## src/dcache_pkg.sv

```systemverilog
// Data cache definitions
`default_nettype none

package dcache_pkg;

	localparam int ARCH_BITS     = 32;
	localparam int SEL_BITS      = ARCH_BITS / 8;
	localparam int ADDR_BITS     = 30;
	localparam int SET_COUNT     = 16;
	localparam int SET_BITS      = 4;
	localparam int TAG_BITS      = ADDR_BITS - SET_BITS;
	localparam int WBUF_DEPTH    = 4;
	localparam int WBUF_PTR_BITS = $clog2(WBUF_DEPTH);

	typedef logic [ARCH_BITS-1:0] word_t;
	typedef logic [ADDR_BITS-1:0] word_addr_t;
	typedef logic [SEL_BITS-1:0]  byte_sel_t;
	typedef logic [ARCH_BITS-1:0] byte_mask_t;
	typedef logic [SET_BITS-1:0]  set_idx_t;
	typedef logic [TAG_BITS-1:0]  tag_t;

	// Code 3 is the read-write op of the bus and is not supported.
	typedef enum logic [1:0] {
		PI_NOOP = 2'd0,
		PI_WR   = 2'd1,
		PI_RD   = 2'd2
	} pi_op_e;

	typedef enum logic [1:0] {
		PORT_IDLE,
		PORT_READING,
		PORT_WRITING
	} port_state_e;

	typedef struct packed {
		pi_op_e     op;
		word_addr_t addr;
		word_t      data;
		byte_sel_t  sel;
	} mem_req_t;

	typedef struct packed {
		word_addr_t addr;
		word_t      data;
		byte_sel_t  sel;
	} wr_entry_t;

	// Each select bit covers one byte lane of the word.
	function automatic byte_mask_t sel_to_mask(input byte_sel_t sel);
		byte_mask_t mask;
		for (int i = 0; i < SEL_BITS; i++) begin
			mask[i*8 +: 8] = {8{sel[i]}};
		end
		return mask;
	endfunction

	function automatic tag_t addr_tag(input word_addr_t addr);
		return addr[ADDR_BITS-1:SET_BITS];
	endfunction

	function automatic set_idx_t addr_set(input word_addr_t addr);
		return addr[SET_BITS-1:0];
	endfunction

endpackage

`default_nettype wire

```

## src/dcache_arrays.sv

```systemverilog
// Cache line storage
`timescale 1ns/10ps
`default_nettype none

module dcache_arrays (
	input  logic                   clk_i,
	input  logic                   crst_i,
	input  logic                   rd_en_i,
	input  dcache_pkg::set_idx_t   rd_set_i,
	output dcache_pkg::tag_t       rd_tag_o,
	output dcache_pkg::word_t      rd_data_o,
	output dcache_pkg::byte_mask_t rd_mask_o,
	output logic                   rd_valid_o,
	input  logic                   wr_en_i,
	input  dcache_pkg::set_idx_t   wr_set_i,
	input  dcache_pkg::tag_t       wr_tag_i,
	input  dcache_pkg::word_t      wr_data_i,
	input  dcache_pkg::byte_mask_t wr_mask_i,
	output logic                   active_o
);
	import dcache_pkg::*;

	tag_t                 tag_mem  [SET_COUNT];
	word_t                data_mem [SET_COUNT];
	byte_mask_t           mask_mem [SET_COUNT];
	logic [SET_COUNT-1:0] valid_q;

	// The cache is unusable from power-up until a first sweep has run.
	logic                 active_q    = 1'b0;
	logic                 sweep_q     = 1'b0;
	set_idx_t             sweep_idx_q = '0;

	always_ff @(posedge clk_i) begin
		if (wr_en_i) begin
			tag_mem[wr_set_i]  <= wr_tag_i;
			data_mem[wr_set_i] <= wr_data_i;
			mask_mem[wr_set_i] <= wr_mask_i;
		end
	end

	// Read outputs hold their value until the next enabled read.
	always_ff @(posedge clk_i) begin
		if (rd_en_i) begin
			rd_tag_o   <= tag_mem[rd_set_i];
			rd_data_o  <= data_mem[rd_set_i];
			rd_mask_o  <= mask_mem[rd_set_i];
			rd_valid_o <= valid_q[rd_set_i];
		end
	end

	// The sweep owns the valid bits while the cache is inactive.
	always_ff @(posedge clk_i) begin
		if (sweep_q) begin
			valid_q[sweep_idx_q] <= 1'b0;
		end else if (wr_en_i && active_q) begin
			valid_q[wr_set_i] <= 1'b1;
		end
	end

	// One set is cleared per cycle, counting down to set zero.
	always_ff @(posedge clk_i) begin
		if (crst_i) begin
			active_q    <= 1'b0;
			sweep_q     <= 1'b1;
			sweep_idx_q <= set_idx_t'(SET_COUNT - 1);
		end else if (sweep_q) begin
			if (sweep_idx_q == '0) begin
				sweep_q  <= 1'b0;
				active_q <= 1'b1;
			end
			sweep_idx_q <= sweep_idx_q - 1'b1;
		end
	end

	assign active_o = active_q;

endmodule

`default_nettype wire

```

## src/dcache_lookup.sv

```systemverilog
// Cache request and lookup stage
`timescale 1ns/10ps
`default_nettype none

module dcache_lookup (
	input  logic                   clk_i,
	input  logic                   rst_i,
	input  logic                   crst_i,
	input  dcache_pkg::mem_req_t   m_req_i,
	output dcache_pkg::word_t      m_data_o,
	output logic                   m_rdy_o,
	output logic                   wbuf_push_o,
	output dcache_pkg::wr_entry_t  wbuf_entry_o,
	input  logic                   wbuf_full_i,
	output logic                   rd_rqst_o,
	output dcache_pkg::word_addr_t rd_addr_o,
	output dcache_pkg::byte_sel_t  rd_sel_o,
	input  logic                   rd_done_i,
	input  dcache_pkg::word_t      rd_data_i
);
	import dcache_pkg::*;

	// Request held for the compare cycle.
	pi_op_e     op_q;
	word_addr_t addr_q;
	word_t      data_q;
	byte_sel_t  sel_q;
	logic       cache_rdy_q;

	// Array write that committed on the same edge as the array read.
	logic       fwd_v_q;
	set_idx_t   fwd_set_q;
	tag_t       fwd_tag_q;
	word_t      fwd_data_q;
	byte_mask_t fwd_mask_q;

	word_t      refill_q;

	logic       accept;
	logic       arr_active;
	tag_t       arr_tag;
	word_t      arr_data;
	byte_mask_t arr_mask;
	logic       arr_valid;
	logic       arr_wr_en;

	logic       use_fwd;
	logic       line_valid;
	tag_t       line_tag;
	word_t      line_data;
	byte_mask_t line_mask;
	byte_mask_t sel_mask;
	logic       tag_hit;
	logic       hit;
	logic       rd_wait;
	word_t      new_data;
	word_t      merged_data;
	byte_mask_t merged_mask;

	dcache_arrays u_arrays (
		.clk_i      (clk_i),
		.crst_i     (crst_i),
		.rd_en_i    (accept),
		.rd_set_i   (addr_set(m_req_i.addr)),
		.rd_tag_o   (arr_tag),
		.rd_data_o  (arr_data),
		.rd_mask_o  (arr_mask),
		.rd_valid_o (arr_valid),
		.wr_en_i    (arr_wr_en),
		.wr_set_i   (addr_set(addr_q)),
		.wr_tag_i   (addr_tag(addr_q)),
		.wr_data_i  (merged_data),
		.wr_mask_i  (merged_mask),
		.active_o   (arr_active)
	);

	always_comb begin
		// The forwarded line replaces the array output when it hit the same set,
		// which covers a write followed at once by a read of the same address.
		use_fwd    = fwd_v_q && (fwd_set_q == addr_set(addr_q));
		line_valid = use_fwd || arr_valid;
		line_tag   = use_fwd ? fwd_tag_q : arr_tag;
		line_data  = use_fwd ? fwd_data_q : arr_data;
		line_mask  = use_fwd ? fwd_mask_q : arr_mask;

		sel_mask = sel_to_mask(sel_q);
		tag_hit  = line_valid && (line_tag == addr_tag(addr_q));
		hit      = cache_rdy_q && tag_hit && ((line_mask & sel_mask) == sel_mask);
		rd_wait  = (op_q == PI_RD) && !hit;

		// Writes and refills update only the selected bytes.
		arr_wr_en   = cache_rdy_q && ((op_q == PI_WR) || ((op_q == PI_RD) && rd_done_i));
		new_data    = (op_q == PI_WR) ? data_q : rd_data_i;
		merged_data = (new_data & sel_mask) | (line_data & ~sel_mask);
		merged_mask = (tag_hit ? line_mask : '0) | sel_mask;
	end

	assign accept   = m_rdy_o && (m_req_i.op != PI_NOOP);
	assign m_rdy_o  = !wbuf_full_i && !rd_wait;
	assign m_data_o = (op_q == PI_RD) ? line_data : refill_q;

	assign wbuf_push_o       = accept && (m_req_i.op == PI_WR);
	assign wbuf_entry_o.addr = m_req_i.addr;
	assign wbuf_entry_o.data = m_req_i.data;
	assign wbuf_entry_o.sel  = m_req_i.sel;

	assign rd_rqst_o = rd_wait;
	assign rd_addr_o = addr_q;
	assign rd_sel_o  = sel_q;

	always_ff @(posedge clk_i) begin
		if (rst_i) begin
			op_q        <= PI_NOOP;
			cache_rdy_q <= 1'b0;
			fwd_v_q     <= 1'b0;
		end else if (m_rdy_o) begin
			op_q        <= m_req_i.op;
			cache_rdy_q <= arr_active && !crst_i;
			fwd_v_q     <= arr_wr_en;
		end else if ((op_q == PI_WR) || rd_done_i) begin
			// A write updates the arrays once, and a refill ends the read.
			op_q <= PI_NOOP;
		end
	end

	always_ff @(posedge clk_i) begin
		if (m_rdy_o) begin
			addr_q     <= m_req_i.addr;
			data_q     <= m_req_i.data;
			sel_q      <= m_req_i.sel;
			fwd_set_q  <= addr_set(addr_q);
			fwd_tag_q  <= addr_tag(addr_q);
			fwd_data_q <= merged_data;
			fwd_mask_q <= merged_mask;
		end
		if (rd_done_i) begin
			refill_q <= rd_data_i;
		end
	end

	// A pending refill keeps the master stalled until its data returns.
	assert property (@(posedge clk_i) disable iff (rst_i)
		rd_rqst_o && !rd_done_i |=> rd_rqst_o && !m_rdy_o);

	// The memory sequencer only completes a read that this stage asked for.
	assert property (@(posedge clk_i) disable iff (rst_i)
		rd_done_i |-> rd_rqst_o);

endmodule

`default_nettype wire

```

## src/dcache_mem_port.sv

```systemverilog
// Memory port sequencer
`timescale 1ns/10ps
`default_nettype none

module dcache_mem_port (
	input  logic                   clk_i,
	input  logic                   rst_i,
	input  dcache_pkg::wr_entry_t  wbuf_head_i,
	input  logic                   wbuf_empty_i,
	output logic                   wbuf_pop_o,
	input  logic                   rd_rqst_i,
	input  dcache_pkg::word_addr_t rd_addr_i,
	input  dcache_pkg::byte_sel_t  rd_sel_i,
	output logic                   rd_done_o,
	output dcache_pkg::word_t      rd_data_o,
	output dcache_pkg::mem_req_t   s_req_o,
	input  dcache_pkg::word_t      s_data_i,
	input  logic                   s_rdy_i
);
	import dcache_pkg::*;

	port_state_e state_q;
	port_state_e state_d;
	logic        issue_wr;
	logic        issue_rd;

	always_comb begin
		// Buffered writes go first so memory sees them before a refill read.
		// Any cycle with s_rdy_i high also completes the outstanding op.
		issue_wr = s_rdy_i && !wbuf_empty_i;
		issue_rd = s_rdy_i && wbuf_empty_i && rd_rqst_i && (state_q != PORT_READING);

		if (issue_wr) begin
			state_d = PORT_WRITING;
		end else if (issue_rd) begin
			state_d = PORT_READING;
		end else if (s_rdy_i) begin
			state_d = PORT_IDLE;
		end else begin
			state_d = state_q;
		end
	end

	always_comb begin
		s_req_o.op   = PI_NOOP;
		s_req_o.addr = wbuf_head_i.addr;
		s_req_o.data = wbuf_head_i.data;
		s_req_o.sel  = wbuf_head_i.sel;
		if (issue_wr) begin
			s_req_o.op = PI_WR;
		end else if (issue_rd) begin
			s_req_o.op   = PI_RD;
			s_req_o.addr = rd_addr_i;
			s_req_o.sel  = rd_sel_i;
		end
	end

	always_ff @(posedge clk_i) begin
		if (rst_i) begin
			state_q <= PORT_IDLE;
		end else begin
			state_q <= state_d;
		end
	end

	assign wbuf_pop_o = issue_wr;
	assign rd_done_o  = (state_q == PORT_READING) && s_rdy_i;
	assign rd_data_o  = s_data_i;

	assert property (@(posedge clk_i) disable iff (rst_i)
		!s_rdy_i |-> (s_req_o.op == PI_NOOP) && !rd_done_o);

	// The master is stalled during a refill, so no write can slip in behind it.
	assert property (@(posedge clk_i) disable iff (rst_i)
		(state_q == PORT_READING) |-> wbuf_empty_i);

endmodule

`default_nettype wire

```

## src/dcache_top.sv

```systemverilog
// Write-through data cache
`timescale 1ns/10ps
`default_nettype none

module dcache_top (
	input  logic                 clk_i,
	input  logic                 rst_i,
	input  logic                 crst_i,
	input  dcache_pkg::mem_req_t m_req_i,
	output dcache_pkg::word_t    m_data_o,
	output logic                 m_rdy_o,
	output dcache_pkg::mem_req_t s_req_o,
	input  dcache_pkg::word_t    s_data_i,
	input  logic                 s_rdy_i
);
	import dcache_pkg::*;

	// Lookup to write buffer.
	logic       wbuf_push;
	wr_entry_t  wbuf_entry;
	logic       wbuf_full;

	// Write buffer to memory sequencer.
	logic       wbuf_pop;
	wr_entry_t  wbuf_head;
	logic       wbuf_empty;

	// Refill handshake between lookup and the sequencer.
	logic       rd_rqst;
	word_addr_t rd_addr;
	byte_sel_t  rd_sel;
	logic       rd_done;
	word_t      rd_data;

	dcache_lookup u_lookup (
		.clk_i        (clk_i),
		.rst_i        (rst_i),
		.crst_i       (crst_i),
		.m_req_i      (m_req_i),
		.m_data_o     (m_data_o),
		.m_rdy_o      (m_rdy_o),
		.wbuf_push_o  (wbuf_push),
		.wbuf_entry_o (wbuf_entry),
		.wbuf_full_i  (wbuf_full),
		.rd_rqst_o    (rd_rqst),
		.rd_addr_o    (rd_addr),
		.rd_sel_o     (rd_sel),
		.rd_done_i    (rd_done),
		.rd_data_i    (rd_data)
	);

	dcache_write_buffer u_write_buffer (
		.clk_i   (clk_i),
		.rst_i   (rst_i),
		.push_i  (wbuf_push),
		.entry_i (wbuf_entry),
		.full_o  (wbuf_full),
		.pop_i   (wbuf_pop),
		.head_o  (wbuf_head),
		.empty_o (wbuf_empty)
	);

	dcache_mem_port u_mem_port (
		.clk_i        (clk_i),
		.rst_i        (rst_i),
		.wbuf_head_i  (wbuf_head),
		.wbuf_empty_i (wbuf_empty),
		.wbuf_pop_o   (wbuf_pop),
		.rd_rqst_i    (rd_rqst),
		.rd_addr_i    (rd_addr),
		.rd_sel_i     (rd_sel),
		.rd_done_o    (rd_done),
		.rd_data_o    (rd_data),
		.s_req_o      (s_req_o),
		.s_data_i     (s_data_i),
		.s_rdy_i      (s_rdy_i)
	);

endmodule

`default_nettype wire

```

## src/dcache_write_buffer.sv

```systemverilog
// Write-through buffer
`timescale 1ns/10ps
`default_nettype none

module dcache_write_buffer (
	input  logic                  clk_i,
	input  logic                  rst_i,
	input  logic                  push_i,
	input  dcache_pkg::wr_entry_t entry_i,
	output logic                  full_o,
	input  logic                  pop_i,
	output dcache_pkg::wr_entry_t head_o,
	output logic                  empty_o
);
	import dcache_pkg::*;

	wr_entry_t                mem_q [WBUF_DEPTH];
	logic [WBUF_PTR_BITS-1:0] wr_ptr_q;
	logic [WBUF_PTR_BITS-1:0] rd_ptr_q;
	logic [WBUF_PTR_BITS:0]   count_q;

	always_ff @(posedge clk_i) begin
		if (push_i) begin
			mem_q[wr_ptr_q] <= entry_i;
		end
	end

	// Pointers wrap naturally since the depth is a power of two.
	always_ff @(posedge clk_i) begin
		if (rst_i) begin
			wr_ptr_q <= '0;
			rd_ptr_q <= '0;
			count_q  <= '0;
		end else begin
			if (push_i) begin
				wr_ptr_q <= wr_ptr_q + 1'b1;
			end
			if (pop_i) begin
				rd_ptr_q <= rd_ptr_q + 1'b1;
			end
			if (push_i && !pop_i) begin
				count_q <= count_q + 1'b1;
			end else if (pop_i && !push_i) begin
				count_q <= count_q - 1'b1;
			end
		end
	end

	assign head_o  = mem_q[rd_ptr_q];
	assign empty_o = (count_q == '0);

	// Full is flagged one entry early so the master sees it before the last slot.
	assign full_o = (count_q >= (WBUF_PTR_BITS + 1)'(WBUF_DEPTH - 1));

	assert property (@(posedge clk_i) disable iff (rst_i) !(push_i && full_o));

	assert property (@(posedge clk_i) disable iff (rst_i) !(pop_i && empty_o));

endmodule

`default_nettype wire

```

## config.mk

```make
export PLATFORM = sky130hd
export DESIGN_NAME = dcache_top
export DESIGN_NICKNAME = d
export VERILOG_FILES = /design/src/dcache_pkg.sv /design/src/dcache_arrays.sv /design/src/dcache_lookup.sv /design/src/dcache_mem_port.sv /design/src/dcache_top.sv /design/src/dcache_write_buffer.sv
export SDC_FILE = /design/constraint.sdc
export NUM_CORES = 2
export LEC_CHECK = 0
export BUFFER_PORTS_ARGS = -buffer_cell sky130_fd_sc_hd__buf_4
export CAP_MARGIN = 20
export CORE_MARGIN = 4
export CORE_UTILIZATION = 55
export DETAILED_ROUTE_END_ITERATION = 6
export MAX_ROUTING_LAYER = met4
export PLACE_DENSITY = 0.72
export SYNTH_ARGS = -nofsm -noshare
export SYNTH_HDL_FRONTEND = slang
export SYNTH_HIERARCHICAL = 1
export SYNTH_SLANG_ARGS = --single-unit
```

## constraint.sdc

```tcl
create_clock -name clk_i -period 9.8 [get_ports clk_i]
set_input_delay 1.47 -clock clk_i [delete_from_list [all_inputs] [get_ports clk_i]]
set_output_delay 1.47 -clock clk_i [all_outputs]
set_load 0.02 [all_outputs]
```

# After elaboration in Yosys (flattened, before gate mapping)
# Memory sizes are Yosys's and may differ from the RTL's. A register that Yosys moved wholly into a read port is not among the register bits.
# Cells that the tools add are included.
dict set report classes {
  n_addsub 5
  mul 0
  div 0
  n_lt_le_gt_ge 6
  eq_ne 8
  shift 0
  mux 34
  n_bitwise 9
  n_reduce_logical 41
}
# cell count
set ops {}
lappend ops {{$mux 32} 6}
lappend ops {{$and 32x32->32} 3}
lappend ops {{$or 32x32->32} 2}
lappend ops {{$eq 32x32->1} 1}
lappend ops {{$mux 16} 2}
lappend ops {{$not 32->32} 1}
lappend ops {{$mux 30} 1}
lappend ops {{$eq 26x26->1} 1}
lappend ops {{$mux 26} 1}
lappend ops {{$logic_and 1x1->1} 21}
lappend ops {{$and 16x16->16} 1}
lappend ops {{$mux 2} 8}
lappend ops {{$not 16->16} 1}
lappend ops {{$or 16x16->16} 1}
lappend ops {{$lt 4x5->1 const B} 3}
lappend ops {{$reduce_bool 2->1} 5}
lappend ops {{$mux 1} 9}
lappend ops {{$demux 1 s4} 2}
lappend ops {{$ge 4x1->1 const B} 2}
lappend ops {{$mux 4} 2}
lappend ops {{$logic_not 1->1} 7}
lappend ops {{$eq 2x1->1 const B} 3}
lappend ops {{$mux 3} 2}
lappend ops {{$add 2x1->2 const B} 2}
lappend ops {{14 further kinds} 16}
dict set report word_totals {
  regBits 228
  latch_bits 0
  ramBits 1704
  rom_bits 0
  inputBits 104
  out_inout_bits 101
  word_cells 128
  memories 4
}
# memory words word_bits read_ports rd_clocked_by_memory_dff write_ports line
set memory_table {}
lappend memory_table {u_lookup.u_arrays.data_mem 16 32 1 1 1 dcache_arrays.sv:24} ;# word_t data_mem [SET_COUNT];
lappend memory_table {u_lookup.u_arrays.mask_mem 16 32 1 1 1 dcache_arrays.sv:25} ;# byte_mask_t mask_mem [SET_COUNT];
lappend memory_table {u_lookup.u_arrays.tag_mem 16 26 1 1 1 dcache_arrays.sv:23} ;# tag_t tag_mem [SET_COUNT];
lappend memory_table {u_write_buffer.mem_q 4 66 1 1 1 dcache_write_buffer.sv:17} ;# wr_entry_t mem_q [WBUF_DEPTH];

# Depth between registers and ports, before layout
dict set report depth {
  ltp_word 17
  depth_mapped 15
  ltp_nobuf 14
}

# Modules after synthesis
# The synthesis kept the hierarchy.
# mod n_inst cells_each area_per_inst_um2 seq_area_each_um2
set modules_own_cells {}
lappend modules_own_cells {dcache_arrays 1 2411 57749.1 46574.7}
lappend modules_own_cells {dcache_write_buffer 1 388 9947.0 8107.8}
lappend modules_own_cells {dcache_lookup 1 691 9451.6 5845.6}
lappend modules_own_cells {dcache_mem_port 1 115 1154.9 40.0}

# Worst setup path before layout
# No wires, ideal clock.
dict set report synth_timing {
  kind {input -> register}
  from {input s_rdy_i}
  to {memory u_lookup/u_arrays/data_mem[0][0] in the netlist's numbering, enable pin}
  setup_time_ps 649
  arrival_time_ps 10003
  setup_slack_ps -852
  cell_stages 6
  cell_sequence {inv_1 -> nor2_1 -> a21oi_1 -> nor2b_1 -> or3b_2 -> nor3_1}
}
dict set report synth_between {
  elab_chain_len 6
}
# element line
set synth_lines {}
lappend synth_lines {{start, declared} dcache_top.sv:14} ;# input logic s_rdy_i
lappend synth_lines {{$logic_and 1x1->1} dcache_mem_port.sv:67} ;# assign rd_done_o = (state_q == PORT_READING) && s_rdy_i;
lappend synth_lines {{via rd_done} dcache_top.sv:32} ;# logic rd_done;
lappend synth_lines {{$logic_and 1x1->1} dcache_lookup.sv:92} ;# arr_wr_en = cache_rdy_q && ((op_q == PI_WR) || ((op_q == PI_RD) && rd_done_i));
lappend synth_lines {{$logic_or 1x1->1} dcache_lookup.sv:92}
lappend synth_lines {{$logic_and 1x1->1} dcache_lookup.sv:92}
lappend synth_lines {{via u_lookup.arr_wr_en} dcache_lookup.sv:45} ;# logic arr_wr_en;
lappend synth_lines {{$mux 1} dcache_arrays.sv:34} ;# if (wr_en_i) begin
lappend synth_lines {{$mux 1 (implied by the code)} dcache_arrays.sv:36} ;# data_mem[wr_set_i] <= wr_data_i;
lappend synth_lines {{end, declared} dcache_arrays.sv:24}
# The timed path passes the listed nets, and every way through them passes these cells.

==> impl_metrics.toml <==
[outcome]
status = "finished clean"

[clocking]
cts_hold_buf = 0
cts_root_buf = "clkbuf_16"
clk_pin_slew_ns = 0.06
cts_setup_buffers = 0
cts_buffers = 193
htreeDepth = 4
cts_resized = 0
cts_sinks = 2024
cts_max_path_buffers = 3
cts_tree = "yes"
insertion_delay_ns = 0.82

[floorplanning]
std_cell_rows = 138
chipWidth_um = 385
start_util = 0.554
io_pins = 205
dieArea_um2 = 148000
die_h_um = 385
core_area_um2 = 141000

[power]
p_leak_nw = 28.7
peakVddDrop_mv = 0.159
p_per_area_nw_per_um2 = 250

[yosys]
yosys.area.top_type = "edfxtp_1"
yosysTopAreaCellShare = 0.768
synthSimpleGateAreaFrac = 0.0187
synth_edf_count = 2003
async_flop_share = 0
synth_adder_area_share = 0.00169
synth_cells = 3605
synth_compound_area_frac = 0.0295
syn_nets = 3719
synth.top_cells.by_area = "edfxtp_1 77%, mux4_2 12%, a22oi_1 1.8%, mux2i_1 1.7%, buf_4 1.4%"
ys_seq_elements = 2024
synth_top_family_by_area = "multiplexers"
ys_seq_area_frac = 0.774
synth_cell_types = 65
synth_mux_area_frac = 0.147
synthXorXnorAreaFrac = 0.00268
synthFlopType = "edfxtp_1"
syn_area_um2 = 78300
ys_warn_count = 6
syn_area_per_cell_um2 = 21.7

[detailed_routing]
routed_via_density = 6.33
wl_mm = 178
routed_wire_length_per_instance_um = 30.3
ant_nets = 0
vias = 37200
dr.pass1.iters = 5
drtIter0Drc = 4035
drc = 0

[timing]
finalSetupViolations = 0
period_share = 0.717
slew_headroom = 0.208
maxSlewViolCount = 0
worst_pin_slew_ns = 1.19
fin_ws_ns = 2.78
final_hold_viol_count = 0
rsz0062_at_grt = "no"
fmax_mhz = 142
fin_skew_ns = 0.0353
tns_ns = 0
min_period_ns = 7.02

[place]
gp_congestion = 0.845
dp_hpwl_mm = 97.2
dp_slack_ns = 3.51
placement.io_buffers = 204

[setup_path]
critPathRequiredTime_ns = 8.33
critPathMaxFanout = 36
cp-end-kind = "primary output"
crit_path_start_kind = "flip-flop"
cp.arrival_ns = 5.55
path_class = "flip-flop to primary output"

[grt]
grt_antenna_before_repair = 5
gr-total-overflow = 0
grt_max_degree = 116
grt_first_pass_wirelength_mm = 261
grt_use_total = 0.250
grt_pass1_vias = 37900

[finish]
syn2layout_area_growth_pct = 11.9
nNetsFinal = 3938
drive_gt1_frac = 0.274

[hold_path]
min_path_type = "flip-flop to flip-flop"

[run]
maxCapViolCount = 0
-- metrics by stage --
| step | hold WS (ns) | cell area [µm²] | power [mW] | instances | utilization |
|---|---|---|---|---|---|
| 2_1_floorplan | 0.456 | 78300 | 13.5 | 3605 | - |
| 3_3_place_gp | 0.486 | 81200 | 14.8 | 5477 | 0.574 |
| 3_5_place_dp | 0.491 | 81300 | 14.9 | 5484 | 0.575 |
| 4_1_cts | 0.506 | 87400 | 22.0 | 5834 | 0.618 |
| 5_1_grt | 0.516 | 87700 | 22.7 | 5873 | 0.620 |
| 6_report | 0.508 | 87700 | 21.9 | 5873 | 0.620 |
-- routing by layer --
metal	vias to the layer above	global-route usage	wire (µm)
li1	15300	-	-
met1	19800	0.339	69000
met2	1766	0.395	89500
met3	265	0.0413	14000
met4	0	0.0784	5590
met5	-	-	0
-- power breakdown --
| group | internal (mW) | total (mW) | switching (mW) |
|---|---|---|---|
| Clock | 4.05 | 7.15 | 3.11 |
| Combinational | 1.16 | 3.19 | 2.04 |
| Sequential | 11.0 | 11.6 | 0.577 |
| Total | 16.2 | 21.9 | 5.72 |
-- cells in the mapped netlist, types with 4 or more instances --
| master | count |
|---|---|
| a21oi_1 | 30 |
| a22oi_1 | 183 |
| a31oi_1 | 4 |
| and2_1 | 6 |
| and3_1 | 5 |
| buf_1 | 16 |
| buf_2 | 29 |
| buf_4 | 150 |
| buf_6 | 26 |
| clkbuf_1 | 82 |
| dfxtp_1 | 21 |
| edfxtp_1 | 2003 |
| ha_1 | 9 |
| inv_1 | 27 |
| mux2_2 | 6 |
| mux2_4 | 28 |
| mux2i_1 | 135 |
| mux4_2 | 430 |
| nand2_1 | 128 |
| nand2b_1 | 34 |
| nand3_1 | 4 |
| nand4_1 | 20 |
| nor2_1 | 29 |
| nor2b_1 | 26 |
| nor3_1 | 8 |
| nor4_1 | 5 |
| o2111ai_1 | 4 |
| o21ai_0 | 41 |
| o21bai_1 | 25 |
| or4_1 | 6 |
| xnor2_1 | 15 |
| xor2_1 | 9 |
-- state kept, by name (all words and copies together) (netlist names), 16 cells and up, named ones only --
signal and count:
u_lookup/u_arrays/rd_tag_o 26, u_lookup/u_arrays/tag_mem 416, u_lookup/fwd_data_q 32, u_write_buffer/mem_q 264
u_lookup/fwd_mask_q 32, u_lookup/u_arrays/mask_mem 512, u_lookup/u_arrays/rd_data_o 32, u_lookup/rd_addr_o 30
u_lookup/u_arrays/valid_q 16, u_lookup/fwd_tag_q 26, u_lookup/refill_q 32, u_lookup/u_arrays/rd_mask_o 32
u_lookup/u_arrays/data_mem 512, u_lookup/data_q 32
-- critical path: stages (launching register included) --
cell and delay (ns):
edfxtp_1 0.91, xor2_1 0.16, nor3_1 0.62, nand2_4 0.58
nor4_1 0.53, o221ai_1 0.19, or4_4 0.51, and2_2 0.24
and4_4 0.38, mux2_4 0.39, buf_4 0.16
-- final cells by class --
cell class	instances	area (µm²)
diodes	4	10.0
inverters	27	101
clock inverters	110	1030
flip-flops and latches	2024	60600
clock buffers	240	5070
repair buffers	330	2650
multi-input cells	1248	15800
well taps	1890	2360
fillers	9325	53800
-- cells by family after synthesis --
logic type / Yosys count
buf+inv: 333
mux: 599
fa+ha+maj: 10
xor+xnor: 24
simple gates: 291
flops: 2024
compound gates: 324
-- final timing paths --
kind                                                              from                                         to  slack, ns  depth (start not counted)
worst max-delay path                   u_lookup/rd_addr_o[0]$_DFFE_PP_                                s_req_o[40]       2.78                         10
worst max register to register         u_lookup/rd_addr_o[0]$_DFFE_PP_  u_lookup/u_arrays/rd_data_o[24]$_DFFE_PP_       3.42                         10
worst min register to register  u_write_buffer/count_q[2]$_SDFFE_PP0P_     u_write_buffer/count_q[2]$_SDFFE_PP0P_       0.51                          2
worst min-delay path            u_write_buffer/count_q[2]$_SDFFE_PP0P_     u_write_buffer/count_q[2]$_SDFFE_PP0P_       0.51                          2
-- placed cells by master (no fill, tap or decap), drive strengths merged, types with 35 or more instances in the layout --
| cell type | n |
|---|---|
| a22oi | 183 |
| edfxtp | 2003 |
| nand2 | 128 |
| o21ai | 42 |
| nand2b | 35 |
| mux4 | 430 |
| clkinv | 86 |
| clkbuf | 240 |
| mux2i | 135 |
| buf | 330 |
Note: power is estimated with default switching activity, not from simulation.
